===== src/design/rmii_types_pkg.sv =====
`default_nettype none

////////////////////////////////////////////////////////////
// Data types shared by the RMII transmit path
////////////////////////////////////////////////////////////

package rmii_types_pkg;

    // One byte of frame payload
    typedef logic [7:0] octet_t;

    // Word handed to the shipper, bit 8 marks the first byte of a frame
    typedef logic [8:0] stream_word_t;

    // Buffer entry, bit 8 marks the last byte of a frame
    typedef logic [8:0] fifo_word_t;

    // One RMII transmit symbol
    typedef logic [1:0] dibit_t;

    // Line speed selector
    typedef logic [1:0] speed_code_t;

    // Ethernet frame check sequence register
    typedef logic [31:0] crc_t;

endpackage

`default_nettype wire


===== src/design/rmii_timing_pkg.sv =====
`default_nettype none

////////////////////////////////////////////////////////////
// Line timing, speed codes and CRC constants
////////////////////////////////////////////////////////////

package rmii_timing_pkg;

    // Unknown codes fall back to 100 Mbit/s
    localparam rmii_types_pkg::speed_code_t SPEED_CODE_100_MEGABIT = 2'd1;
    localparam rmii_types_pkg::speed_code_t SPEED_CODE_10_MEGABIT  = 2'd0;

    // Last index of the per-dibit hold counter
    localparam logic [8:0]  SAMPLE_LIMIT_100   = 9'd0;
    localparam logic [8:0]  SAMPLE_LIMIT_10    = 9'd9;

    localparam logic [15:0] PREAMBLE_LIMIT_100 = 16'd26;
    localparam logic [15:0] PREAMBLE_LIMIT_10  = 16'd260;

    // 9.6 us at the 50 MHz reference clock
    localparam logic [15:0] INTER_PACKET_GAP_CYCLES = 16'd480;

    // Reflected form, bytes enter least significant bit first
    localparam rmii_types_pkg::crc_t CRC_POLYNOMIAL = 32'hEDB8_8320;
    localparam rmii_types_pkg::crc_t CRC_INIT       = 32'hFFFF_FFFF;

    localparam int TX_FIFO_DEPTH = 64;

endpackage

`default_nettype wire


===== src/design/fcs_appender.sv =====
`default_nettype none

module fcs_appender (
    input  wire                                 clock,
    input  wire                                 reset_n,
    input  wire rmii_types_pkg::fifo_word_t     fifo_word,
    input  wire                                 fifo_valid,
    output logic                                fifo_pop,
    output rmii_types_pkg::stream_word_t        data,
    output logic                                data_enable,
    input  wire                                 data_ready
);

    import rmii_types_pkg::*;
    import rmii_timing_pkg::*;

    typedef enum logic [1:0] {
        FIRST,
        BODY,
        FCS
    } state_t;

    state_t         state;
    state_t         _state;
    crc_t           crc;
    crc_t           _crc;
    logic [1:0]     fcs_index;
    logic [1:0]     _fcs_index;
    octet_t         head_byte;
    logic           head_last;
    octet_t         fcs_byte;

    // One byte through the reflected CRC-32, lsb first
    function automatic crc_t crc_update(input crc_t value, input octet_t octet);
        crc_t result;
        result = value ^ {24'd0, octet};
        for (int i = 0; i < 8; i++) begin
            if (result[0]) begin
                result = (result >> 1) ^ CRC_POLYNOMIAL;
            end
            else begin
                result = result >> 1;
            end
        end
        return result;
    endfunction

    assign head_byte = fifo_word[7:0];
    assign head_last = fifo_word[8];

    // FCS goes out inverted, lowest byte first
    assign fcs_byte = ~crc[{fcs_index, 3'b000} +: 8];

    ////////////////////////////////////////////////////////////
    // Word presented to the shipper
    ////////////////////////////////////////////////////////////

    always_comb begin
        data        = {1'b0, head_byte};
        data_enable = fifo_valid;
        fifo_pop    = 1'b0;

        case (state)
            FIRST: begin
                data     = {1'b1, head_byte};
                fifo_pop = data_ready;
            end
            BODY: begin
                fifo_pop = data_ready;
            end
            FCS: begin
                // Buffer head is held back until all four bytes are out
                data        = {1'b0, fcs_byte};
                data_enable = 1'b1;
            end
            default: begin
                fifo_pop = 1'b0;
            end
        endcase
    end

    ////////////////////////////////////////////////////////////
    // Frame tracking and CRC accumulation
    ////////////////////////////////////////////////////////////

    always_comb begin
        _state     = state;
        _crc       = crc;
        _fcs_index = fcs_index;

        case (state)
            FIRST, BODY: begin
                if (data_ready) begin
                    _crc = crc_update(crc, head_byte);
                    if (head_last) begin
                        _state     = FCS;
                        _fcs_index = 2'd0;
                    end
                    else begin
                        _state = BODY;
                    end
                end
            end
            FCS: begin
                if (data_ready) begin
                    _fcs_index = fcs_index + 2'd1;
                    if (fcs_index == 2'd3) begin
                        _state = FIRST;
                        _crc   = CRC_INIT;
                    end
                end
            end
            default: begin
                _state = FIRST;
            end
        endcase
    end

    always_ff @(posedge clock) begin
        if (!reset_n) begin
            state     <= FIRST;
            crc       <= CRC_INIT;
            fcs_index <= 2'd0;
        end
        else begin
            state     <= _state;
            crc       <= _crc;
            fcs_index <= _fcs_index;
        end
    end

    // Shipper only accepts what is on offer
    assert property (@(posedge clock) disable iff (!reset_n)
        data_ready |-> data_enable);

endmodule

`default_nettype wire


===== src/design/rmii_byte_shipper.sv =====
`default_nettype none

module rmii_byte_shipper (
    input  wire                                 clock,
    input  wire                                 reset_n,
    input  wire rmii_types_pkg::stream_word_t   data,
    input  wire                                 data_enable,
    input  wire rmii_types_pkg::speed_code_t    speed_code,
    output rmii_types_pkg::dibit_t              shipped_data,
    output logic                                shipped_data_valid,
    output logic                                data_ready
);

    import rmii_types_pkg::*;
    import rmii_timing_pkg::*;

    typedef enum logic [2:0] {
        IDLE,
        PREAMBLE,
        START_OF_FRAME,
        DATA,
        GAP
    } state_t;

    state_t         state;
    state_t         _state;
    speed_code_t    saved_speed_code;
    speed_code_t    _saved_speed_code;
    logic [8:0]     sample_limit;
    logic [15:0]    preamble_limit;
    logic [15:0]    preamble_counter;
    logic [15:0]    _preamble_counter;
    logic [1:0]     dibit_counter;
    logic [1:0]     _dibit_counter;
    logic [8:0]     hold_counter;
    logic [8:0]     _hold_counter;
    octet_t         byte_to_ship;
    octet_t         _byte_to_ship;
    dibit_t         _shipped_data;
    logic           _shipped_data_valid;

    ////////////////////////////////////////////////////////////
    // Limits for the speed latched at frame start
    ////////////////////////////////////////////////////////////

    always_comb begin
        case (saved_speed_code)
            SPEED_CODE_10_MEGABIT: begin
                sample_limit   = SAMPLE_LIMIT_10;
                preamble_limit = PREAMBLE_LIMIT_10;
            end
            SPEED_CODE_100_MEGABIT: begin
                sample_limit   = SAMPLE_LIMIT_100;
                preamble_limit = PREAMBLE_LIMIT_100;
            end
            default: begin
                sample_limit   = SAMPLE_LIMIT_100;
                preamble_limit = PREAMBLE_LIMIT_100;
            end
        endcase
    end

    ////////////////////////////////////////////////////////////
    // Line FSM
    ////////////////////////////////////////////////////////////

    always_comb begin
        _state              = state;
        _saved_speed_code   = saved_speed_code;
        _preamble_counter   = preamble_counter;
        _dibit_counter      = dibit_counter;
        _hold_counter       = hold_counter;
        _byte_to_ship       = byte_to_ship;
        _shipped_data       = shipped_data;
        _shipped_data_valid = shipped_data_valid;
        data_ready          = 1'b0;

        case (state)
            IDLE: begin
                _shipped_data       = 2'b00;
                _shipped_data_valid = 1'b0;
                _saved_speed_code   = speed_code;
                _preamble_counter   = '0;
                _dibit_counter      = '0;
                _hold_counter       = '0;

                // Leftover unmarked words are drained and dropped
                if (data_enable) begin
                    data_ready = 1'b1;
                    if (data[8]) begin
                        _byte_to_ship       = data[7:0];
                        _shipped_data       = 2'b01;
                        _shipped_data_valid = 1'b1;
                        _state              = PREAMBLE;
                    end
                end
            end
            PREAMBLE: begin
                if (preamble_counter == preamble_limit) begin
                    _preamble_counter = '0;
                    _state            = START_OF_FRAME;
                end
                else begin
                    _preamble_counter = preamble_counter + 16'd1;
                end
            end
            START_OF_FRAME: begin
                _shipped_data = 2'b11;
                if (hold_counter == sample_limit) begin
                    _hold_counter = '0;
                    _state        = DATA;
                end
                else begin
                    _hold_counter = hold_counter + 9'd1;
                end
            end
            DATA: begin
                _shipped_data = byte_to_ship[1:0];
                if (hold_counter == sample_limit) begin
                    _hold_counter  = '0;
                    _byte_to_ship  = {2'b00, byte_to_ship[7:2]};
                    _dibit_counter = dibit_counter + 2'd1;

                    // Fetch while the last dibit of this byte is being loaded
                    if (dibit_counter == 2'd3) begin
                        if (data_enable && !data[8]) begin
                            data_ready    = 1'b1;
                            _byte_to_ship = data[7:0];
                        end
                        else begin
                            // Next frame start or underrun ends this frame
                            _state        = GAP;
                            _hold_counter = INTER_PACKET_GAP_CYCLES[8:0];
                        end
                    end
                end
                else begin
                    _hold_counter = hold_counter + 9'd1;
                end
            end
            GAP: begin
                _shipped_data       = 2'b00;
                _shipped_data_valid = 1'b0;
                if (hold_counter == '0) begin
                    _state = IDLE;
                end
                else begin
                    _hold_counter = hold_counter - 9'd1;
                end
            end
            default: begin
                _state = IDLE;
            end
        endcase
    end

    // Byte being shifted onto the line
    always_ff @(posedge clock) begin
        byte_to_ship <= _byte_to_ship;
    end

    always_ff @(posedge clock) begin
        if (!reset_n) begin
            state              <= IDLE;
            saved_speed_code   <= SPEED_CODE_100_MEGABIT;
            preamble_counter   <= '0;
            dibit_counter      <= '0;
            hold_counter       <= '0;
            shipped_data       <= 2'b00;
            shipped_data_valid <= 1'b0;
        end
        else begin
            state              <= _state;
            saved_speed_code   <= _saved_speed_code;
            preamble_counter   <= _preamble_counter;
            dibit_counter      <= _dibit_counter;
            hold_counter       <= _hold_counter;
            shipped_data       <= _shipped_data;
            shipped_data_valid <= _shipped_data_valid;
        end
    end

    // tx_en has dropped by the time the gap has run out
    assert property (@(posedge clock) disable iff (!reset_n)
        (state == IDLE) |-> !shipped_data_valid);

endmodule

`default_nettype wire


===== src/design/rmii_transmitter.sv =====
`default_nettype none

module rmii_transmitter (
    input  wire                                 clock,
    input  wire                                 reset_n,
    input  wire rmii_types_pkg::octet_t         write_data,
    input  wire                                 write_last,
    input  wire                                 write_enable,
    output logic                                full,
    input  wire rmii_types_pkg::speed_code_t    speed_code,
    output rmii_types_pkg::dibit_t              txd,
    output logic                                tx_en
);

    import rmii_types_pkg::*;

    // Buffer head towards the appender
    fifo_word_t     fifo_word;
    logic           fifo_valid;
    logic           fifo_pop;

    // Byte stream with FCS towards the shipper
    stream_word_t   stream_data;
    logic           stream_enable;
    logic           stream_ready;

    tx_byte_fifo tx_byte_fifo_i (
        .clock        (clock),
        .reset_n      (reset_n),
        .write_word   ({write_last, write_data}),
        .write_enable (write_enable),
        .full         (full),
        .fifo_word    (fifo_word),
        .fifo_valid   (fifo_valid),
        .fifo_pop     (fifo_pop)
    );

    fcs_appender fcs_appender_i (
        .clock       (clock),
        .reset_n     (reset_n),
        .fifo_word   (fifo_word),
        .fifo_valid  (fifo_valid),
        .fifo_pop    (fifo_pop),
        .data        (stream_data),
        .data_enable (stream_enable),
        .data_ready  (stream_ready)
    );

    rmii_byte_shipper rmii_byte_shipper_i (
        .clock              (clock),
        .reset_n            (reset_n),
        .data               (stream_data),
        .data_enable        (stream_enable),
        .speed_code         (speed_code),
        .shipped_data       (txd),
        .shipped_data_valid (tx_en),
        .data_ready         (stream_ready)
    );

endmodule

`default_nettype wire


===== src/design/tx_byte_fifo.sv =====
`default_nettype none

module tx_byte_fifo #(
    parameter int DEPTH = rmii_timing_pkg::TX_FIFO_DEPTH
) (
    input  wire                                 clock,
    input  wire                                 reset_n,
    input  wire rmii_types_pkg::fifo_word_t     write_word,
    input  wire                                 write_enable,
    output logic                                full,
    output rmii_types_pkg::fifo_word_t          fifo_word,
    output logic                                fifo_valid,
    input  wire                                 fifo_pop
);

    import rmii_types_pkg::*;

    // DEPTH is a power of two so the pointers wrap on their own
    localparam int POINTER_WIDTH = $clog2(DEPTH);
    localparam int COUNT_WIDTH   = $clog2(DEPTH + 1);

    fifo_word_t                 memory [DEPTH];
    logic [POINTER_WIDTH-1:0]   write_pointer;
    logic [POINTER_WIDTH-1:0]   read_pointer;
    logic [COUNT_WIDTH-1:0]     count;
    logic                       do_write;
    logic                       do_read;

    assign full       = (count == COUNT_WIDTH'(DEPTH));
    assign fifo_valid = (count != '0);
    assign fifo_word  = memory[read_pointer];

    assign do_write = write_enable && !full;
    assign do_read  = fifo_pop && fifo_valid;

    ////////////////////////////////////////////////////////////
    // Storage
    ////////////////////////////////////////////////////////////

    always_ff @(posedge clock) begin
        if (do_write) begin
            memory[write_pointer] <= write_word;
        end
    end

    ////////////////////////////////////////////////////////////
    // Pointers and occupancy
    ////////////////////////////////////////////////////////////

    always_ff @(posedge clock) begin
        if (!reset_n) begin
            write_pointer <= '0;
            read_pointer  <= '0;
            count         <= '0;
        end
        else begin
            if (do_write) begin
                write_pointer <= write_pointer + POINTER_WIDTH'(1);
            end
            if (do_read) begin
                read_pointer <= read_pointer + POINTER_WIDTH'(1);
            end

            // Simultaneous write and pop leaves the count alone
            case ({do_write, do_read})
                2'b10:   count <= count + COUNT_WIDTH'(1);
                2'b01:   count <= count - COUNT_WIDTH'(1);
                default: count <= count;
            endcase
        end
    end

    // The appender only pops an entry it is presenting
    assert property (@(posedge clock) disable iff (!reset_n)
        fifo_pop |-> fifo_valid);

endmodule

`default_nettype wire


===== config.mk =====
export PLATFORM = sky130hd
export DESIGN_NAME = rmii_transmitter
export DESIGN_NICKNAME = d
export VERILOG_FILES = /design/src/design/rmii_types_pkg.sv /design/src/design/rmii_timing_pkg.sv /design/src/design/fcs_appender.sv /design/src/design/rmii_byte_shipper.sv /design/src/design/rmii_transmitter.sv /design/src/design/tx_byte_fifo.sv
export SDC_FILE = /design/constraint.sdc
export NUM_CORES = 1
export LEC_CHECK = 0
export BUFFER_PORTS_ARGS = -buffer_cell sky130_fd_sc_hd__buf_2
export CAP_MARGIN = 40
export CORE_MARGIN = 2
export CORE_UTILIZATION = 55
export CTS_BUF_LIST = sky130_fd_sc_hd__clkbuf_4 sky130_fd_sc_hd__clkbuf_8 sky130_fd_sc_hd__clkbuf_16
export CTS_CLUSTER_DIAMETER = 100
export CTS_CLUSTER_SIZE = 40
export DETAILED_ROUTE_END_ITERATION = 6
export GPL_ROUTABILITY_DRIVEN = 0
export GPL_TIMING_DRIVEN = 0
export MAX_ROUTING_LAYER = met4
export PLACE_DENSITY_LB_ADDON = 0.12
export SETUP_SLACK_MARGIN = 0.4
export SKIP_CTS_REPAIR_TIMING = 1
export SLEW_MARGIN = 20
export SYNTH_ARGS = -nofsm -noshare
export SYNTH_HDL_FRONTEND = slang
export SYNTH_SLANG_ARGS = --single-unit

===== constraint.sdc =====
create_clock -name clock -period 6 [get_ports clock]
set_input_delay 0.3 -clock clock [delete_from_list [all_inputs] [get_ports clock]]
set_output_delay 0.3 -clock clock [all_outputs]
set_load 0.05 [all_outputs]

---- After elaboration in Yosys (flattened, before gate mapping) ----
Memories as Yosys holds them, arrays and structs flattened. A register that Yosys moved wholly into a read port is not among the register bits.
Cells that the tools add are included.
word-level totals
  bits in registers ....................... 98
  RAM bits ................................ 576
  output and inout port bits .............. 4
  word-level logic and storage cells ...... 166
  memories kept ........................... 1
operators by class
  add/sub/neg operators ................... 9
  equal/unequal tests ..................... 26
  shifts and indexed selects .............. 1
  muxes and demuxes ....................... 81
  bitwise logic cells ..................... 10
  reductions and logical operators ........ 24
memory list
  name                   words  width  rd ports  clocked after Yosys merged registers in  wr ports  line                source
  tx_byte_fifo_i.memory  64     9      1         1                                        1         tx_byte_fifo.sv:22  fifo_word_t memory [DEPTH];
operator list
  cell                     count
  $mux W32                 25
  $not A13 Y14             8
  $pmux W32 S2             1
  $mux W9                  6
  $mux W8                  5
  $pmux W9 S4              1
  $pmux W16 S2             1
  $shiftx A32 B6 Y8        1
  $xor A32 B8 Y32          1
  $mux W3                  8
  $ne A2 B1 Y1 const B     11
  $mux W2                  9
  $pmux W9 S2              1
  $add A16 B1 Y16 const B  1
  $eq A16 B9 Y1            1
  $mux W16                 1
  $pmux W8 S2              1
  $pmux W3 S5              1
  $pmux W7 S2              1
  $add A6 B1 Y6 const B    2
  $mux W6                  2
  $pmux W2 S2              3
  $reduce_and A4 Y1        3
  $mux W1                  11
  other kinds (29)         46

---- Longest topological paths before layout ----
  depth after elaboration ................. 39
  depth in mapped cells ................... 23
  mapped depth without buffers ............ 20

---- By module ----
From an unflattened synthesis, not the netlist that was laid out.
unflattened totals
  cell total of the unflattened synthesis .. 1,719
  area, all modules ....................... 28,586.2 µm²
modules (own cells, without submodules)
  module             times used  cells each  area an instance (µm²)  seq. area each (µm²)
  tx_byte_fifo       1           1,171       23,613.9                17,797.1
  rmii_byte_shipper  1           317         2,534.9                 940.9
  fcs_appender       1           231         2,437.3                 720.7

---- Least setup slack after synthesis ----
OpenSTA, ideal clock, no wires.
  kind .................................... reg-to-reg
  start point ............................. register rmii_byte_shipper_i.hold_counter[6]
  end point ............................... register tx_byte_fifo_i.count[6]
  arrival ................................. 4.679 ns
  required time ........................... 5.874 ns
  setup slack ............................. 1.195 ns
  stages on the path, launching flop included .. 24
  path buffers ............................ 3
  clock period less this slack ............ 4.805 ns
  path through ............................ dfxtp_1 > clkbuf_1 > or2_0 > or4_1 > nor4_1 > a21oi_1 > a21oi_2 > a21boi_2 > nand2_1 > inv_1 > buf_2 > ha_1 > buf_1 > xor2_1 > ha_1 > a21oi_1 > and3b_1 > a221oi_1 > nor2b_1 > o21ai_0 > a21oi_1 > a221oi_1 > or3_1 > a21boi_0
between the ends
  word-level cells in the longest chain between the ends .. 7
  elaborated cells on any way between the ends .. 9
  classes of those cells .................. 3 x eq/ne; 4 x mux; 2 x reduce/logical
RTL lines
  what                                               line                      source
  from (decl)                                        rmii_byte_shipper.sv:35   logic [8:0] hold_counter;
  from (signal assigned)                             rmii_byte_shipper.sv:177  hold_counter <= _hold_counter;
  $eq A9 B4 Y1 *                                     rmii_byte_shipper.sv:119  if (hold_counter == sample_limit) begin
  $mux W1 *                                          rmii_byte_shipper.sv:119
  $pmux W1 S2 *                                      rmii_byte_shipper.sv:78   case (state)
  $mux W1 *                                          fcs_appender.sv:63        case (state)
  $logic_and A1 B1 Y1 *                              tx_byte_fifo.sv:34        assign do_read = fifo_pop && fifo_valid;
  $eq A2 B1 Y1 or $eq A2 B2 Y1 (tied branches)       tx_byte_fifo.sv:65        case ({do_write, do_read})
  $pmux W7 S2 or $reduce_bool A2 Y1 (tied branches)  --
  to (signal assigned)                               tx_byte_fifo.sv:66        2'b10: count <= count + COUNT_WIDTH'(1);
  to (signal assigned)                               tx_byte_fifo.sv:67        2'b01: count <= count - COUNT_WIDTH'(1);
  to (signal assigned)                               tx_byte_fifo.sv:68        default: count <= count;
  to (decl)                                          tx_byte_fifo.sv:25        logic [COUNT_WIDTH-1:0] count;
Mark *: on every way between the ends. The rest lies on a longest branch, timed or not.
A chain may end at the register's enable or synchronous reset.

---- Worst setup path after layout ----
Same ends and word-level chain as after synthesis.

==> summary.md <==
| Metric | Value |
|---|---|
| Worst flop-to-flop path endpoint | tx_byte_fifo_i.count[6] |
| Final count of hold timing violations | 0 |
| Footprint of the multi-input gates | 0.00872 mm^2 |
| Pleak | 9.96 nW |
| DRT iter0 DRCs | 2308 |
| Synth top cells by count | 584 x edfxtp_1, 172 x nor2_1, 114 x mux4_2 |
| H-tree depth | 1 |
| Met1 Routed Length | 31100 um |
| Mean Syn Cell Area | 16.1 um^2 |
| Post-synth top area share | 60.8% |
| DPL Wire Length | 53700 um |
| Clk sinks | 680 |
| Reg area | 0.0195 mm^2 |
| Most frequent cell after synthesis | edfxtp_1 |
| Final Max Tran Viols | 0 |
| Arr. time, crit path | 5.78 ns |
| Fin nets | 1925 |
| Crit path time final | 5.23 ns |
| Max_cap viols | 0 |
| Final period utilization | 87.2% |
| Worst Path Required | 6.55 ns |
| Largest net degree at the start of global routing | 51 |
| PD cells | 367 mW/mm^2 |
| Vias | 16800 |
| Type of the worst setup path | reg2reg |
| Total wire length | 76800 um |
| Vias in the first global route | 16300 |
| # placed instances | 2549 |
| Die Wd | 233 um |
| Max-slew headroom | 36.1% |
| Maximum vdd drop | 0.000236 V |
| Highest Signal Layer | met4 |
| Hold Crit Class | in2reg |
| Final WS setup | 0.766 ns |
| Asr flop ratio synth | 0% |
| Hold path startpoint | write_last |
| Die Ht | 233 um |
| Yosys reg bits | 680 |
| Mapped cell area | 0.0288 mm^2 |
| Post-Synthesis Cells | 1791 |
| Boundary pin count | 18 |
| Hold Path Depth | 1 |
| Main area contributors after synthesis | edfxtp_1 61%, mux4_2 8.9%, dfxtp_1 6.7%, mux2i_1 3.3%, nor2_1 2.2% |
| Congestion Overflow GR | 0 |
| Slew @ Worst Pin | 0.958 ns |
| TritonCTS Buffers | 24 |
| Cell Rows | 83 |
| Final Skew | 0.0541 ns |
| Worst-path maximum fanout | 11 |
| Core Box Area | 0.0516 mm^2 |
| Layout area overhead | 8.73% |
| R2R depth | 23 |
| DP Worst Slack | -0.0635 ns |
| DR DRC count | 0 |
| Hold slack | 0.0550 ns |
| Achievable Freq | 0.191 GHz |
| Total GRT Usage | 29.6% |
| Synth cell types | 97 |
| Root Buffer | clkbuf_16 |
| Routed length per instance | 29.6 um |
| Post-synth top flop | edfxtp_1 |
| First drt pass iteration count | 6 |
| Post-Syn Nets | 1816 |
| Post-DRT Antenna Nets | 0 |
| Worst r2r src | rmii_byte_shipper_i.hold_counter[6] |
| Full die area | 0.0543 mm^2 |
| CTS tree | done |
| Initial antenna violation count | 0 |
| # diodes | 0 |
| Clk Latency, worst-skew pair | 0.65 ns |
| Reg2Reg Setup Slack | 0.77 ns |
| EDFF count, synth | 584 |
| Share of cells above drive strength 1 | 17.8% |
| Worst Hold End | tx_byte_fifo_i.memory[54][8] |
| Final setup fails | 0 |
| Routed wl met2 | 36300 um |
| Filler cells | 3784 |
| Leading area contributor after synthesis | edfxtp_1 |
| RSZ-0062 raised after global routing | false |
| Final Instance Count excl. Fillers | 2593 |
| Longest Clk Path Bufs | 3 |
| Mean number of vias per cell | 6.48 |
| Synth warn | 0 |
| Worst setup EP type | register |
| Setup crit start kind | register |
| Starting Density | 55.8% |
| Routed wl met3 | 6730 um |
| Port Buf Inserts | 17 |
| Register clock-pin slew on the reported worst setup and hold paths | 0.14 ns |
| First-pass GRT wire length | 111000 um |
| Status | complete, no violations |
| Sequential share of the synthesized area | 67.5% |
## critical path: stages (launching register included)
cell and delay [ns]:
dfxtp_1 0.32, clkbuf_1 0.19, or2_0 0.26, or4_1 0.47, nor4_2 0.32, a21oi_1 0.20
a21oi_2 0.22, a21boi_4 0.23, nand2_2 0.13, inv_1 0.11, buf_2 0.26, ha_1 0.29
clkbuf_4 0.25, xor2_1 0.09, ha_1 0.18, a21oi_1 0.25, o21ai_0 0.17, a221oi_2 0.39
nor2b_1 0.08, o21ai_0 0.15, a21oi_1 0.08, a221oi_1 0.24, o21ai_0 0.11, a21boi_0 0.17
## through the flow
step	util, %	setup TNS (ns)	power [W]	cell area (um^2)
after floorplan	-	0	0.00816	28800
after global placement	57.7	0	0.00909	29800
after detailed placement	59.0	-0.0635	0.00917	30400
after CTS	60.6	-0.139	0.0114	31300
after global routing	60.7	0	0.0119	31300
final	60.7	0	0.0115	31300
## worst max path at each step
stage                                                    from                       to  slack, ns  cells after the start
final                     rmii_byte_shipper_i.hold_counter[6]  tx_byte_fifo_i.count[6]       0.77                     23
after global routing      rmii_byte_shipper_i.hold_counter[6]  tx_byte_fifo_i.count[6]       0.40                     23
after CTS                        rmii_byte_shipper_i.state[2]  tx_byte_fifo_i.count[6]      -0.14                     23
after detailed placement         rmii_byte_shipper_i.state[2]  tx_byte_fifo_i.count[6]      -0.06                     23
after global placement           rmii_byte_shipper_i.state[2]  tx_byte_fifo_i.count[6]       0.04                     23
after floorplan           rmii_byte_shipper_i.hold_counter[6]  tx_byte_fifo_i.count[6]       1.19                     23
## cell families (layout without fill, tap and decap cells)
group	Yosys count	after routing	synth area share [%]
mux	219	219	13.0
xor+xnor	80	80	3.30
simple gates	422	422	7.11
buf+inv	125	247	2.47
fa+ha+maj	11	11	0.477
flops	680	680	67.5
compound gates	254	254	6.18
## report_power, final
| part | internal [W] | switching, W | leakage (nW) |
|---|---|---|---|
| Sequential | 0.00530 | 0.000112 | 6.04 |
| Clock | 0.000834 | 0.00152 | 0.403 |
| Combinational | 0.00166 | 0.00207 | 3.52 |
| Total | 0.00779 | 0.00370 | 9.96 |
## flip-flops by register name, indices dropped and copies added, names as in the netlist, named ones only
name / cells
fcs_appender_i.crc: 32
rmii_byte_shipper_i.state: 3
rmii_byte_shipper_i.hold_counter: 9
tx_byte_fifo_i.read_pointer: 6
rmii_byte_shipper_i.shipped_data_valid: 1
rmii_byte_shipper_i.shipped_data: 2
rmii_byte_shipper_i.dibit_counter: 2
fcs_appender_i.state: 2
rmii_byte_shipper_i.saved_speed_code: 2
tx_byte_fifo_i.count: 7
rmii_byte_shipper_i.byte_to_ship: 8
rmii_byte_shipper_i.preamble_counter: 16
tx_byte_fifo_i.write_pointer: 6
fcs_appender_i.fcs_index: 2
tx_byte_fifo_i.memory: 576
## cells in the final DEF (no fill, tap or decap), types with 13 or more instances in the layout
cell type  instances
nor2_1           157
clkbuf_16         24
nand2_1           75
nor2b_1           15
clkbuf_1          48
a21oi_1           58
inv_1             19
or3_1             13
nand2b_1          14
mux2i_1           95
dfxtp_1           96
nor2_2            16
buf_2             36
xnor3_1           13
buf_4             50
a22oi_1           32
edfxtp_1         584
mux4_2           114
nor3_1            18
o21ai_0           35
o22ai_1           28
and3_1            18
buf_6             32
xnor2_1           37
nand3_1           26
xor2_1            24
## routing by layer
layer,vias to the layer above,GRT usage [%]
met3,149,4.53
met4,0,8.54
li1,7192,-
met2,872,46.6
met1,8598,40.4
met5,-,-
## final cells by class
type,instances,area share [%]
plain buffers,104,2.03
multi-input cells,986,27.8
repair buffers,83,2.44
well taps,680,2.71
inverters,21,0.252
clock buffers,26,1.98
clock inverters,13,0.655
flip-flops and latches,680,62.1
No activity file was read; power rests on OpenSTA's default activity.
